==> src/hw/i2s_pkg.sv <==
package i2s_pkg;

    // Sizes
    localparam int data_w     = 32;
    localparam int fifo_aw    = 4;
    localparam int fifo_depth = 1 << fifo_aw;
    localparam int lvl_w      = fifo_aw + 1;         // Level counts 0 to fifo_depth
    localparam int cnt_w      = $clog2(data_w);      // Bits per channel slot

    // SCK generation, HCLK cycles per SCK half period
    localparam int sck_div = 2;
    localparam int div_w   = $clog2(sck_div);

    // Register map, compared on HADDR[7:0]
    localparam logic [7:0] ctrl_off   = 8'h00;
    localparam logic [7:0] status_off = 8'h04;
    localparam logic [7:0] data_off   = 8'h08;

    localparam logic [data_w-1:0] bad_data = 32'hbadd_beef;

    typedef enum logic [1:0] {
        rx_idle,                                     // Receiver off
        rx_sync,                                     // Running clocks, no word taken yet
        rx_shift                                     // Collecting words
    } rx_state_e;

    typedef enum logic [1:0] {
        idle   = 2'b00,
        busy   = 2'b01,
        nonseq = 2'b10,
        seq    = 2'b11
    } htrans_e;

    typedef struct packed {
        logic flush;                                 // Bit 1, clears itself
        logic enable;                                // Bit 0
    } ctrl_t;

    // Field order gives done at bit 0 and level at bits 9:5
    typedef struct packed {
        logic [lvl_w-1:0] level;
        logic             overflow;
        logic             full;
        logic             empty;
        logic             chan;
        logic             done;
    } status_t;

    typedef struct packed {
        logic [data_w-1:0] data;
        logic              chan;                     // 0 left, 1 right
    } rx_word_t;

endpackage

==> src/hw/i2s_rx.sv <==
module i2s_rx
    import i2s_pkg::*;
(
    input  logic     HCLK,
    input  logic     HRESETn,
    input  logic     enable,
    input  logic     sd,
    output logic     sck,
    output logic     ws,
    output rx_word_t word,
    output logic     word_valid
);

    rx_state_e         state;
    logic [div_w-1:0]  div_cnt;
    logic [cnt_w-1:0]  bit_cnt;
    logic [data_w-1:0] shift_q;
    logic              tick;
    logic              sck_rise;
    logic              sck_fall;
    logic              word_done;

    assign tick     = (div_cnt == div_w'(sck_div - 1));
    assign sck_rise = (state != rx_idle) && tick && !sck;
    assign sck_fall = (state != rx_idle) && tick && sck;

    // Slot 0 after a WS change carries the LSB of the previous word
    assign word_done = (state == rx_shift) && sck_rise && (bit_cnt == '0);

    always_ff @(posedge HCLK or negedge HRESETn) begin
        if (!HRESETn) begin
            state      <= rx_idle;
            div_cnt    <= '0;
            bit_cnt    <= '0;
            sck        <= 1'b0;
            ws         <= 1'b0;
            word_valid <= 1'b0;
        end else if (!enable) begin
            // Any partial word is simply abandoned
            state      <= rx_idle;
            div_cnt    <= '0;
            bit_cnt    <= '0;
            sck        <= 1'b0;
            ws         <= 1'b0;
            word_valid <= 1'b0;
        end else begin
            word_valid <= word_done;
            case (state)
                rx_idle: begin
                    // Open with a full right frame so the first word taken is left
                    state   <= rx_sync;
                    div_cnt <= '0;
                    bit_cnt <= '0;
                    ws      <= 1'b1;
                end
                default: begin
                    div_cnt <= tick ? '0 : div_cnt + 1'b1;
                    if (tick) begin
                        sck <= ~sck;
                    end
                    if (sck_fall) begin
                        bit_cnt <= bit_cnt + 1'b1;
                        if (bit_cnt == '1) begin
                            ws <= ~ws;               // WS moves on the falling edge
                        end
                    end
                    // Delay slot of the right frame has passed, left MSB is next
                    if (state == rx_sync && sck_rise && bit_cnt == '0 && !ws) begin
                        state <= rx_shift;
                    end
                end
            endcase
        end
    end

    // Shift register and output word
    always_ff @(posedge HCLK) begin
        if (sck_rise && state == rx_shift) begin
            shift_q <= {shift_q[data_w-2:0], sd};
        end
        if (word_done) begin
            word.data <= {shift_q[data_w-2:0], sd};
            word.chan <= ~ws;                        // WS has already moved to the next channel
        end
    end

endmodule

==> src/hw/sample_fifo.sv <==
module sample_fifo
    import i2s_pkg::*;
(
    input  logic              HCLK,
    input  logic              HRESETn,
    input  logic              push,
    input  logic              pop,
    input  logic              flush,
    input  logic [data_w-1:0] wdata,
    output logic [data_w-1:0] head,
    output logic              empty,
    output logic              full,
    output logic [lvl_w-1:0]  level
);

    logic [data_w-1:0]  mem [fifo_depth];
    logic [fifo_aw-1:0] wr_ptr;
    logic [fifo_aw-1:0] rd_ptr;
    logic [lvl_w-1:0]   count;
    logic               do_push;
    logic               do_pop;

    assign empty   = (count == '0);
    assign full    = (count == lvl_w'(fifo_depth));
    assign level   = count;
    assign head    = mem[rd_ptr];                    // Oldest entry, shown without a pop

    assign do_push = push && !full;                  // Push on a full FIFO is lost
    assign do_pop  = pop && !empty;

    always_ff @(posedge HCLK or negedge HRESETn) begin
        if (!HRESETn) begin
            wr_ptr <= '0;
            rd_ptr <= '0;
            count  <= '0;
        end else if (flush) begin
            wr_ptr <= '0;
            rd_ptr <= '0;
            count  <= '0;
        end else begin
            if (do_push) begin
                wr_ptr <= wr_ptr + 1'b1;
            end
            if (do_pop) begin
                rd_ptr <= rd_ptr + 1'b1;
            end
            case ({do_push, do_pop})
                2'b10:   count <= count + 1'b1;
                2'b01:   count <= count - 1'b1;
                default: count <= count;         // Both or neither
            endcase
        end
    end

    // Storage
    always_ff @(posedge HCLK) begin
        if (do_push && !flush) begin
            mem[wr_ptr] <= wdata;
        end
    end

endmodule

==> src/hw/ahbl_i2s.sv <==
module ahbl_i2s
    import i2s_pkg::*;
(
    input  logic              HCLK,
    input  logic              HRESETn,
    input  logic [31:0]       HADDR,
    input  logic [1:0]        HTRANS,
    input  logic              HWRITE,
    input  logic              HSEL,
    input  logic              HREADY,
    input  logic [2:0]        HSIZE,
    input  logic [31:0]       HWDATA,
    output logic [31:0]       HRDATA,
    output logic              HREADYOUT,
    output logic              enable,
    input  rx_word_t          word,
    input  logic              word_valid,
    output logic              push,
    output logic              pop,
    output logic              flush,
    output logic [data_w-1:0] fifo_wdata,
    input  logic [data_w-1:0] head,
    input  logic              empty,
    input  logic              full,
    input  logic [lvl_w-1:0]  level
);

    // Address phase
    logic [7:0] haddr_d;
    htrans_e    htrans_d;
    logic       hwrite_d;
    logic       hsel_d;

    // Register state
    ctrl_t      ctrl;
    logic       done;
    logic       chan;
    logic       overflow;
    status_t    status;

    logic       wr_en;
    logic       rd_en;
    logic       ctrl_sel;
    logic       status_sel;
    logic       data_sel;
    logic       status_rd;
    logic       data_rd;

    always_ff @(posedge HCLK or negedge HRESETn) begin
        if (!HRESETn) begin
            hsel_d   <= 1'b0;
            haddr_d  <= '0;
            htrans_d <= idle;
            hwrite_d <= 1'b0;
        end else if (HREADY) begin
            hsel_d <= HSEL;
            if (HSEL) begin
                haddr_d  <= HADDR[7:0];
                htrans_d <= htrans_e'(HTRANS);
                hwrite_d <= HWRITE;
            end
        end
    end

    assign wr_en      = hsel_d && htrans_d[1] && hwrite_d;   // NONSEQ or SEQ
    assign rd_en      = hsel_d && htrans_d[1] && !hwrite_d;
    assign ctrl_sel   = (haddr_d == ctrl_off);
    assign status_sel = (haddr_d == status_off);
    assign data_sel   = (haddr_d == data_off);
    assign status_rd  = rd_en && status_sel;
    assign data_rd    = rd_en && data_sel;

    // CTRL register
    always_ff @(posedge HCLK or negedge HRESETn) begin
        if (!HRESETn) begin
            ctrl <= '0;
        end else if (wr_en && ctrl_sel) begin
            ctrl <= ctrl_t'(HWDATA[$bits(ctrl_t)-1:0]);
        end else begin
            ctrl.flush <= 1'b0;                      // One-cycle flush strobe
        end
    end

    assign enable = ctrl.enable;
    assign flush  = ctrl.flush;

    // Sticky flags, a new event beats a clearing read
    always_ff @(posedge HCLK or negedge HRESETn) begin
        if (!HRESETn) begin
            done     <= 1'b0;
            chan     <= 1'b0;
            overflow <= 1'b0;
        end else begin
            if (word_valid) begin
                done <= 1'b1;
                chan <= word.chan;
            end else if (status_rd) begin
                done <= 1'b0;
            end
            if (word_valid && full) begin
                overflow <= 1'b1;                    // Word dropped
            end else if (status_rd) begin
                overflow <= 1'b0;
            end
        end
    end

    // FIFO side
    assign fifo_wdata = word.data;
    assign push       = word_valid && !full && !flush;
    assign pop        = data_rd && !empty && !flush;

    always_comb begin
        status.done     = done;
        status.chan     = chan;
        status.empty    = empty;
        status.full     = full;
        status.overflow = overflow;
        status.level    = level;
    end

    // Read mux in the data phase
    always_comb begin
        if (ctrl_sel) begin
            HRDATA = {{(data_w - $bits(ctrl_t)){1'b0}}, ctrl};
        end else if (status_sel) begin
            HRDATA = {{(data_w - $bits(status_t)){1'b0}}, status};
        end else if (data_sel) begin
            HRDATA = empty ? '0 : head;
        end else begin
            HRDATA = bad_data;
        end
    end

    assign HREADYOUT = 1'b1;                         // Zero wait states

endmodule

==> src/hw/i2s_top.sv <==
module i2s_top
    import i2s_pkg::*;
(
    input  logic        HCLK,
    input  logic        HRESETn,
    input  logic [31:0] HADDR,
    input  logic [1:0]  HTRANS,
    input  logic        HWRITE,
    input  logic        HSEL,
    input  logic        HREADY,
    input  logic [2:0]  HSIZE,
    input  logic [31:0] HWDATA,
    output logic [31:0] HRDATA,
    output logic        HREADYOUT,
    input  logic        SD,
    output logic        SCK,
    output logic        WS,
    output logic        full
);

    logic              enable;
    rx_word_t          word;
    logic              word_valid;
    logic              push;
    logic              pop;
    logic              flush;
    logic [data_w-1:0] fifo_wdata;
    logic [data_w-1:0] head;
    logic              empty;
    logic [lvl_w-1:0]  level;

    ahbl_i2s u_bus (
        .HCLK       (HCLK),
        .HRESETn    (HRESETn),
        .HADDR      (HADDR),
        .HTRANS     (HTRANS),
        .HWRITE     (HWRITE),
        .HSEL       (HSEL),
        .HREADY     (HREADY),
        .HSIZE      (HSIZE),
        .HWDATA     (HWDATA),
        .HRDATA     (HRDATA),
        .HREADYOUT  (HREADYOUT),
        .enable     (enable),
        .word       (word),
        .word_valid (word_valid),
        .push       (push),
        .pop        (pop),
        .flush      (flush),
        .fifo_wdata (fifo_wdata),
        .head       (head),
        .empty      (empty),
        .full       (full),
        .level      (level)
    );

    i2s_rx u_rx (
        .HCLK       (HCLK),
        .HRESETn    (HRESETn),
        .enable     (enable),
        .sd         (SD),
        .sck        (SCK),
        .ws         (WS),
        .word       (word),
        .word_valid (word_valid)
    );

    sample_fifo u_fifo (
        .HCLK    (HCLK),
        .HRESETn (HRESETn),
        .push    (push),
        .pop     (pop),
        .flush   (flush),
        .wdata   (fifo_wdata),
        .head    (head),
        .empty   (empty),
        .full    (full),
        .level   (level)
    );

endmodule

==> config.mk <==
export PLATFORM = sky130hd
export DESIGN_NAME = i2s_top
export DESIGN_NICKNAME = d
export VERILOG_FILES = /design/src/hw/i2s_pkg.sv /design/src/hw/i2s_rx.sv /design/src/hw/sample_fifo.sv /design/src/hw/ahbl_i2s.sv /design/src/hw/i2s_top.sv
export SDC_FILE = /design/constraint.sdc
export NUM_CORES = 1
export LEC_CHECK = 0
export ABC_AREA = 0
export BUFFER_PORTS_ARGS = -buffer_cell sky130_fd_sc_hd__buf_2
export CAP_MARGIN = 5
export CORE_ASPECT_RATIO = 1.25
export CORE_MARGIN = 5
export CORE_UTILIZATION = 45
export CTS_BUF_LIST = sky130_fd_sc_hd__clkbuf_4
export CTS_CLUSTER_SIZE = 14
export DETAILED_ROUTE_END_ITERATION = 10
export GPL_TIMING_DRIVEN = 1
export PLACE_DENSITY_LB_ADDON = 0.2
export SYNTH_ARGS = -nofsm -noshare
export SYNTH_HDL_FRONTEND = slang
export SYNTH_HIERARCHICAL = 1
export SYNTH_SLANG_ARGS = --single-unit
==> constraint.sdc <==
create_clock -name HCLK -period 8.01 [get_ports HCLK]
set_clock_uncertainty 0.15 [all_clocks]
set_input_delay 2.403 -clock HCLK [delete_from_list [all_inputs] [get_ports HCLK]]
set_output_delay 2.403 -clock HCLK [all_outputs]
set_load 0.05 [all_outputs]
==> flow_summary.ini, run 1 <==
[status]
outcome = finished clean

[synthesis]
async_flop_share = 0.06494
synthFlopType = edfxtp_1
syn_area_per_cell_um2 = 20.14
syn_area_mm2 = 0.02405
synth_compound_area_frac = 0.04188
synthTopCellsByArea = edfxtp_1 72%, mux4_2 12%, dfrtp_1 4.2%
synth_edf_count = 576
synth_simple_gate_area_frac = 0.03376
yosys.area_share.adder = 0.006555
syn_inst = 1194
synth.distinct_cells = 58
ys_ff_latch = 616
yosys_warnings = 6
yosys.area.top_type = edfxtp_1
synth_xor_area_frac = 0.003641
yosysTopAreaCellShare = 0.7191
yosysMostFrequentCell = edfxtp_1
muxShareOfSynthArea = 0.1268
synth_top_family_by_area = multiplexers
yosys-top-cells-count = 576 x edfxtp_1, 128 x mux4_2, 66 x a22oi_1
yosysSeqAreaShare = 0.7608
synth_nets = 1281

[critical_path]
crit_required_ns = 5.46
crit_fanout = 41
end_kind = output port
cp-start-kind = flip-flop
crit_type = flip-flop to output port
arrival_ns = 3.76

[sta]
worstMarginPinSlew_ns = 1.137
finalHoldViolCount = 0
worst_slack_ns = 1.697
fmax_mhz = 158.4
fin_crit_sh = 0.7881
rsz0062_at_grt = no
period_minus_slack_ns = 6.313
final-setup-viol-count = 0
relSlewSlack = 0.2419
final-max-slew-violation-count = 0
finalSetupTns_ns = 0

[cts]
htreeDepth = 4
ctsHoldBuffers = 0
cts_made_buffers = 145
worst_skew_pair.late_latency_ns = 0.84
clockRootBuffer = clkbuf_4
clk_pin_slew_ns = 0.07
post_cts_resized = 0
postCtsSetupBuffers = 0
cts_sinks = 616
clk_path_buf_depth = 3
tritoncts = done

[die]
core_mm2 = 0.05281
die_width_um = 216.8
die_h_um = 268.5
die_area_mm2 = 0.05820
ios = 111
row_count = 94
start_util = 0.4555

[placed_design]
gp_congestion = 0.7385
dpl.cell_count = 1854
post-place-ws_ns = 2.468
place_hpwl_um = 28400
port_buffers = 51

[drt]
viasPerCell = 5.672
drt-pass1-iter-count = 5
drc_errors = 0
final_antenna_net_count = 0
routedWlPerCell_um = 25.19
routed-via-count = 11930
drt-total-wl_um = 53000
drt_iter0_markers = 1107

[final_layout]
area_delta_synth_final_pct = 11.31
multiInputGateArea_mm2 = 0.005225
final_cells = 2104
finalNetCount = 1416
ff_latch_area_mm2 = 0.01831
nFillCells = 4264
layout-drive-gt1-share = 0.3445

[pwr]
power.leakage_nw = 8.706
worst_ir_drop_vdd_v = 0.0001082
p_per_area_mw_per_mm2 = 225.8

[global_routing]
overflow = 0
grt_use_total = 0.1849
grt_max_degree = 91
grt_pass1_vias = 12590
grt_pass1_wl_um = 79210
antenna_found_initial = 1

[hold_path]
hold_path_class = flip-flop to flip-flop

[run]
drv_cap = 0
-- final timing paths --
path	start	to	slack [ns]	depth (start not counted)
max	u_fifo/rd_ptr[0]$_DFFE_PN0P_	HRDATA[9]	1.70	7
min	u_rx/shift_q[30]$_DFFE_PP_	u_rx/word[32]$_DFFE_PP_	0.27	0
max reg2reg	u_fifo/level[0]$_DFFE_PN0P_	u_fifo/mem[10][17]$_DFFE_PP_	3.95	8
min reg2reg	u_rx/shift_q[30]$_DFFE_PP_	u_rx/word[32]$_DFFE_PP_	0.27	0
max in group asynchronous	HRESETn	u_fifo/rd_ptr[0]$_DFFE_PN0P_	5.47	1
min in group asynchronous	HRESETn	u_fifo/wr_ptr[3]$_DFFE_PN0P_	1.55	1
-- final cells by class --
class	instances	area share
Timing Repair Buffer	84	0.02066
Clock buffer	217	0.06085
Sequential cell	616	0.6837
Antenna cell	1	0.00009347
Inverter	15	0.002103
Multi-Input combinational cell	467	0.1952
Clock inverter	32	0.005982
Tap cell	672	0.03141
-- flip-flops by register name (all words and copies together) (netlist names) --
register,cells
u_rx/ws,1
u_rx/word_valid,1
u_bus/done,1
u_bus/chan,1
u_bus/overflow,1
u_rx/bit_cnt,5
u_rx/shift_q,31
u_rx/state,2
u_bus/haddr_d,8
u_fifo/mem,512
u_bus/enable,1
u_rx/div_cnt,1
u_rx/sck,1
u_bus/htrans_d,1
u_fifo/wr_ptr,4
u_fifo/rd_ptr,4
u_bus/hwrite_d,1
u_rx/word,33
u_fifo/level,5
u_bus/hsel_d,1
u_bus/flush,1
-- critical path, stage by stage, from the launching register on --
cell and delay (ns):
dfrtp_4 0.79, buf_12 0.39, mux4_2 0.55, a22oi_1 0.23, nand2_1 0.14, a21oi_1 0.32, o21ai_0 0.19, buf_2 0.26
-- logic make-up after synthesis --
group                      after synthesis
other                                    1
and+or+nand+nor                        147
buffers and inverters                  111
muxes                                  143
AOI/OAI and AO/OA                      154
xor gates and xnor gates                10
adders and majority gates               12
DFF                                    616
-- layout by cell type, fill, tap and decap left out, types with 4 or more instances in the layout --
cell type    n
edfxtp_1   576
nor2_4       7
and3_2       5
nand2b_1     6
and2_1       5
clkbuf_4   217
o21ai_0     31
nand2_1     43
buf_4       29
xor2_1       5
buf_2       51
a22oi_1     66
a21oi_1     35
xnor2_1      5
ha_1        11
clkinv_1    20
and3_1       7
nand3_1     11
nor2b_1      5
inv_1       15
buf_12       4
mux4_2     128
nor2_1      24
mux2_2      13
dfrtp_1     38
a211oi_1     5
inv_2        6
-- layer usage --
layer / track usage / wire (µm) / vias to the layer above
li1: - / - / 5204
met5: 0 / 0 / -
met4: 0.07411 / 1279 / 0
met2: 0.3115 / 27290 / 363
met3: 0.03414 / 2697 / 85
met1: 0.2415 / 21730 / 6281
-- through the flow --
| step | utilization | power (W) | area [µm²] | hold WS [ns] |
|---|---|---|---|---|
| after CTS | 0.5069 | 0.006145 | 26770 | 0.2723 |
| after detailed placement | 0.4730 | 0.003688 | 24980 | 0.2552 |
| final | 0.5070 | 0.006046 | 26770 | 0.2744 |
| after global routing | 0.5070 | 0.006323 | 26770 | 0.2977 |
| after floorplan | - | 0.003651 | 24050 | 0.2503 |
| after global placement | 0.4730 | 0.003685 | 24980 | 0.2569 |
-- report_power, final --
group	internal (W)	leakage [nW]	switching, W
Combinational	0.0000340	1.93	0.0000719
Sequential	0.00349	5.70	0.0000237
Clock	0.00127	1.08	0.00116
Note: power is estimated with default switching activity, not from simulation.
==> inputs of run 2 (changes only) <==
ABC_AREA = 1   (was 0)
clock period = 6.5 ns   (was 8.01 ns; I/O delays follow)
==> run 2 against run 1 <==
  * Synthesized cell count is 65% higher
  * Worst hold slack better by 0.0087 ns
  * Sequential cell count stayed put
  * Highest routed layer unchanged
  * Routed wire length is 10% higher
  * Sequential share of layout area is 2.2 points lower
  * Clock power is 30% higher
  * Die area is 3.7% higher
  * Global-route usage is 1.1 points higher
  * Non-clock buffer count is 3 higher
  * Cell area is 3.3% higher
  * Clock-buffer cell count is 6 lower
==> flow_summary.ini, run 2 <==
[synthesis]
yosys-top-cells-count = 576 x edfxtp_1, 408 x nor2_1, 253 x o21ai_0
yosysMostFrequentCell = edfxtp_1
yosys.area.top_type = edfxtp_1
synthFlopType = edfxtp_1
syn_inst = 1969
yosysTopAreaCellShare = 0.6926
yosysSeqAreaShare = 0.7327
yosys_warnings = 6
synth_edf_count = 576
synthTopCellsByArea = edfxtp_1 69%, nor2_1 6.1%, o21ai_0 5.1%
syn_area_per_cell_um2 = 12.68
ys_ff_latch = 616
synth.distinct_cells = 38
async_flop_share = 0.06494
synth_nets = 2056
syn_area_mm2 = 0.02497

[die]
start_util = 0.4549
row_count = 96
ios = 111
die_area_mm2 = 0.06034
core_mm2 = 0.05489
die_h_um = 273.4
die_width_um = 220.7

[sta]
relSlewSlack = 0.2009
final-max-slew-violation-count = 0
whs_ns = 0.2831
rsz0062_at_grt = no
finalSetupTns_ns = 0
fin_crit_sh = 0.9182
finalHoldViolCount = 0
worstMarginPinSlew_ns = 1.196
final-setup-viol-count = 0
period_minus_slack_ns = 5.968
fmax_mhz = 167.6

[drt]
drt-pass1-iter-count = 5
routed-via-count = 15580
drt-total-wl_um = 58520
drt_iter0_markers = 1091
final_antenna_net_count = 0
viasPerCell = 5.372
drc_errors = 0
routedWlPerCell_um = 20.18

[final_layout]
layout_commonest_cell = edfxtp_1
finalNetCount = 2144
final_cell_mix = 576 x edfxtp_1, 403 x nor2_1, 253 x o21ai_0
layout-drive-gt1-share = 0.1705
final_cells = 2900
top_regs = u_fifo/mem x512, u_rx/word x33, u_rx/shift_q x31
area_delta_synth_final_pct = 10.72
top_register = u_fifo/mem
largest_reg_flops = 512
final_cell_area_mm2 = 0.02765

[critical_path]
end_kind = output port
crit_required_ns = 4.40
arrival_ns = 3.87
cp-start-kind = flip-flop
crit_type = flip-flop to output port
crit_fanout = 85

[cts]
ctsHoldBuffers = 0
cts_sinks = 616
tritoncts = done
worst_skew_pair.late_latency_ns = 0.87
clockRootBuffer = clkbuf_4
htreeDepth = 4
post_cts_resized = 0
cts_made_buffers = 148
postCtsSetupBuffers = 0
clk_pin_slew_ns = 0.07
clk_path_buf_depth = 3

[global_routing]
grt_max_degree = 234
grt_pass1_vias = 15720
grt_pass1_wl_um = 89020
overflow = 0
antenna_found_initial = 1
grt_use_total = 0.1956

[pwr]
worst_ir_drop_vdd_v = 0.0002596
p_per_area_mw_per_mm2 = 275.3
power.leakage_nw = 9.371

[placed_design]
gp_congestion = 0.7798
port_buffers = 51
place_hpwl_um = 29630
dpl.cell_count = 2642
place_area_mm2 = 0.02573

[hold_path]
hold_path_class = flip-flop to flip-flop

[run]
drv_cap = 0

[status]
outcome = finished clean
==> run 2: power breakdown <==
group,internal [W],total (W),leakage [nW],switching (W)
registers,0.00430,0.00433,5.67,0.0000276
logic,0.0000440,0.000131,2.58,0.0000873
clock network,0.00169,0.00315,1.12,0.00146
total,0.00604,0.00761,9.37,0.00157
==> run 2: per-layer routing <==
metal / up-vias / GRT usage / wire length (µm)
li1: 7337 / - / -
met1: 7604 / 0.2477 / 24050
met2: 525 / 0.3333 / 29260
met3: 112 / 0.03728 / 3651
met4: 0 / 0.07624 / 1561
met5: - / 0 / 0
==> run 2: per-stage QoR <==
step / power, W / worst slack (ns) / util
global placement: 0.004542 / 1.389 / 0.4688
finish: 0.007613 / 0.5318 / 0.5037
CTS: 0.007714 / 0.4121 / 0.5036
floorplan: 0.004511 / 2.237 / -
detailed placement: 0.004548 / 1.368 / 0.4688
global route: 0.007938 / 0.1919 / 0.5037
==> run 2: cells by family (layout without fill, tap and decap cells) <==
kind of cell,count (synthesis),after routing,synth area share
flops,616,616,0.7327
simple gates,637,637,0.1047
buf+inv,229,424,0.04665
other cells,1,2,0.0001502
xor+xnor,2,2,0.0007016
fa+ha+maj,12,12,0.006313
compound gates,471,471,0.1084
mux,1,1,0.0004509
==> run 2: final timing paths <==
kind,endpoint,cells past startpoint,startpoint,slack [ns]
setup / recovery,HRDATA[5],11,u_fifo/rd_ptr[0]$_DFFE_PN0P_,0.53
hold / removal,u_rx/word[32]$_DFFE_PP_,0,u_rx/shift_q[30]$_DFFE_PP_,0.28
setup reg to reg,u_fifo/mem[5][18]$_DFFE_PP_,9,u_fifo/level[0]$_DFFE_PN0P_,2.96
hold reg to reg,u_rx/word[32]$_DFFE_PP_,0,u_rx/shift_q[30]$_DFFE_PP_,0.28
max in group asynchronous,u_fifo/rd_ptr[1]$_DFFE_PN0P_,1,HRESETn,4.45
min in group asynchronous,u_fifo/level[1]$_DFFE_PN0P_,1,HRESETn,1.07
==> run 2: final cells by class <==
class | instances | area, µm²
Timing Repair Buffer | 87 | 588.1
Clock buffer | 211 | 1584
Antenna cell | 1 | 2.502
Inverter | 80 | 305.3
Sequential cell | 616 | 18310
Tap cell | 735 | 919.6
Multi-Input combinational cell | 1124 | 5613
Clock inverter | 46 | 329.1
Fill cell | 4794 | 27240
==> run 2: worst max-delay path: stages, from the launching register on <==
cell and delay, ns:
dfrtp_4 0.70, inv_6 0.65, buf_12 0.38, nor2_1 0.08
nor2_1 0.09, o21ai_0 0.11, o211ai_1 0.15, nand3_1 0.11
nand2_1 0.15, a21oi_1 0.09, nor2_1 0.17, buf_2 0.29
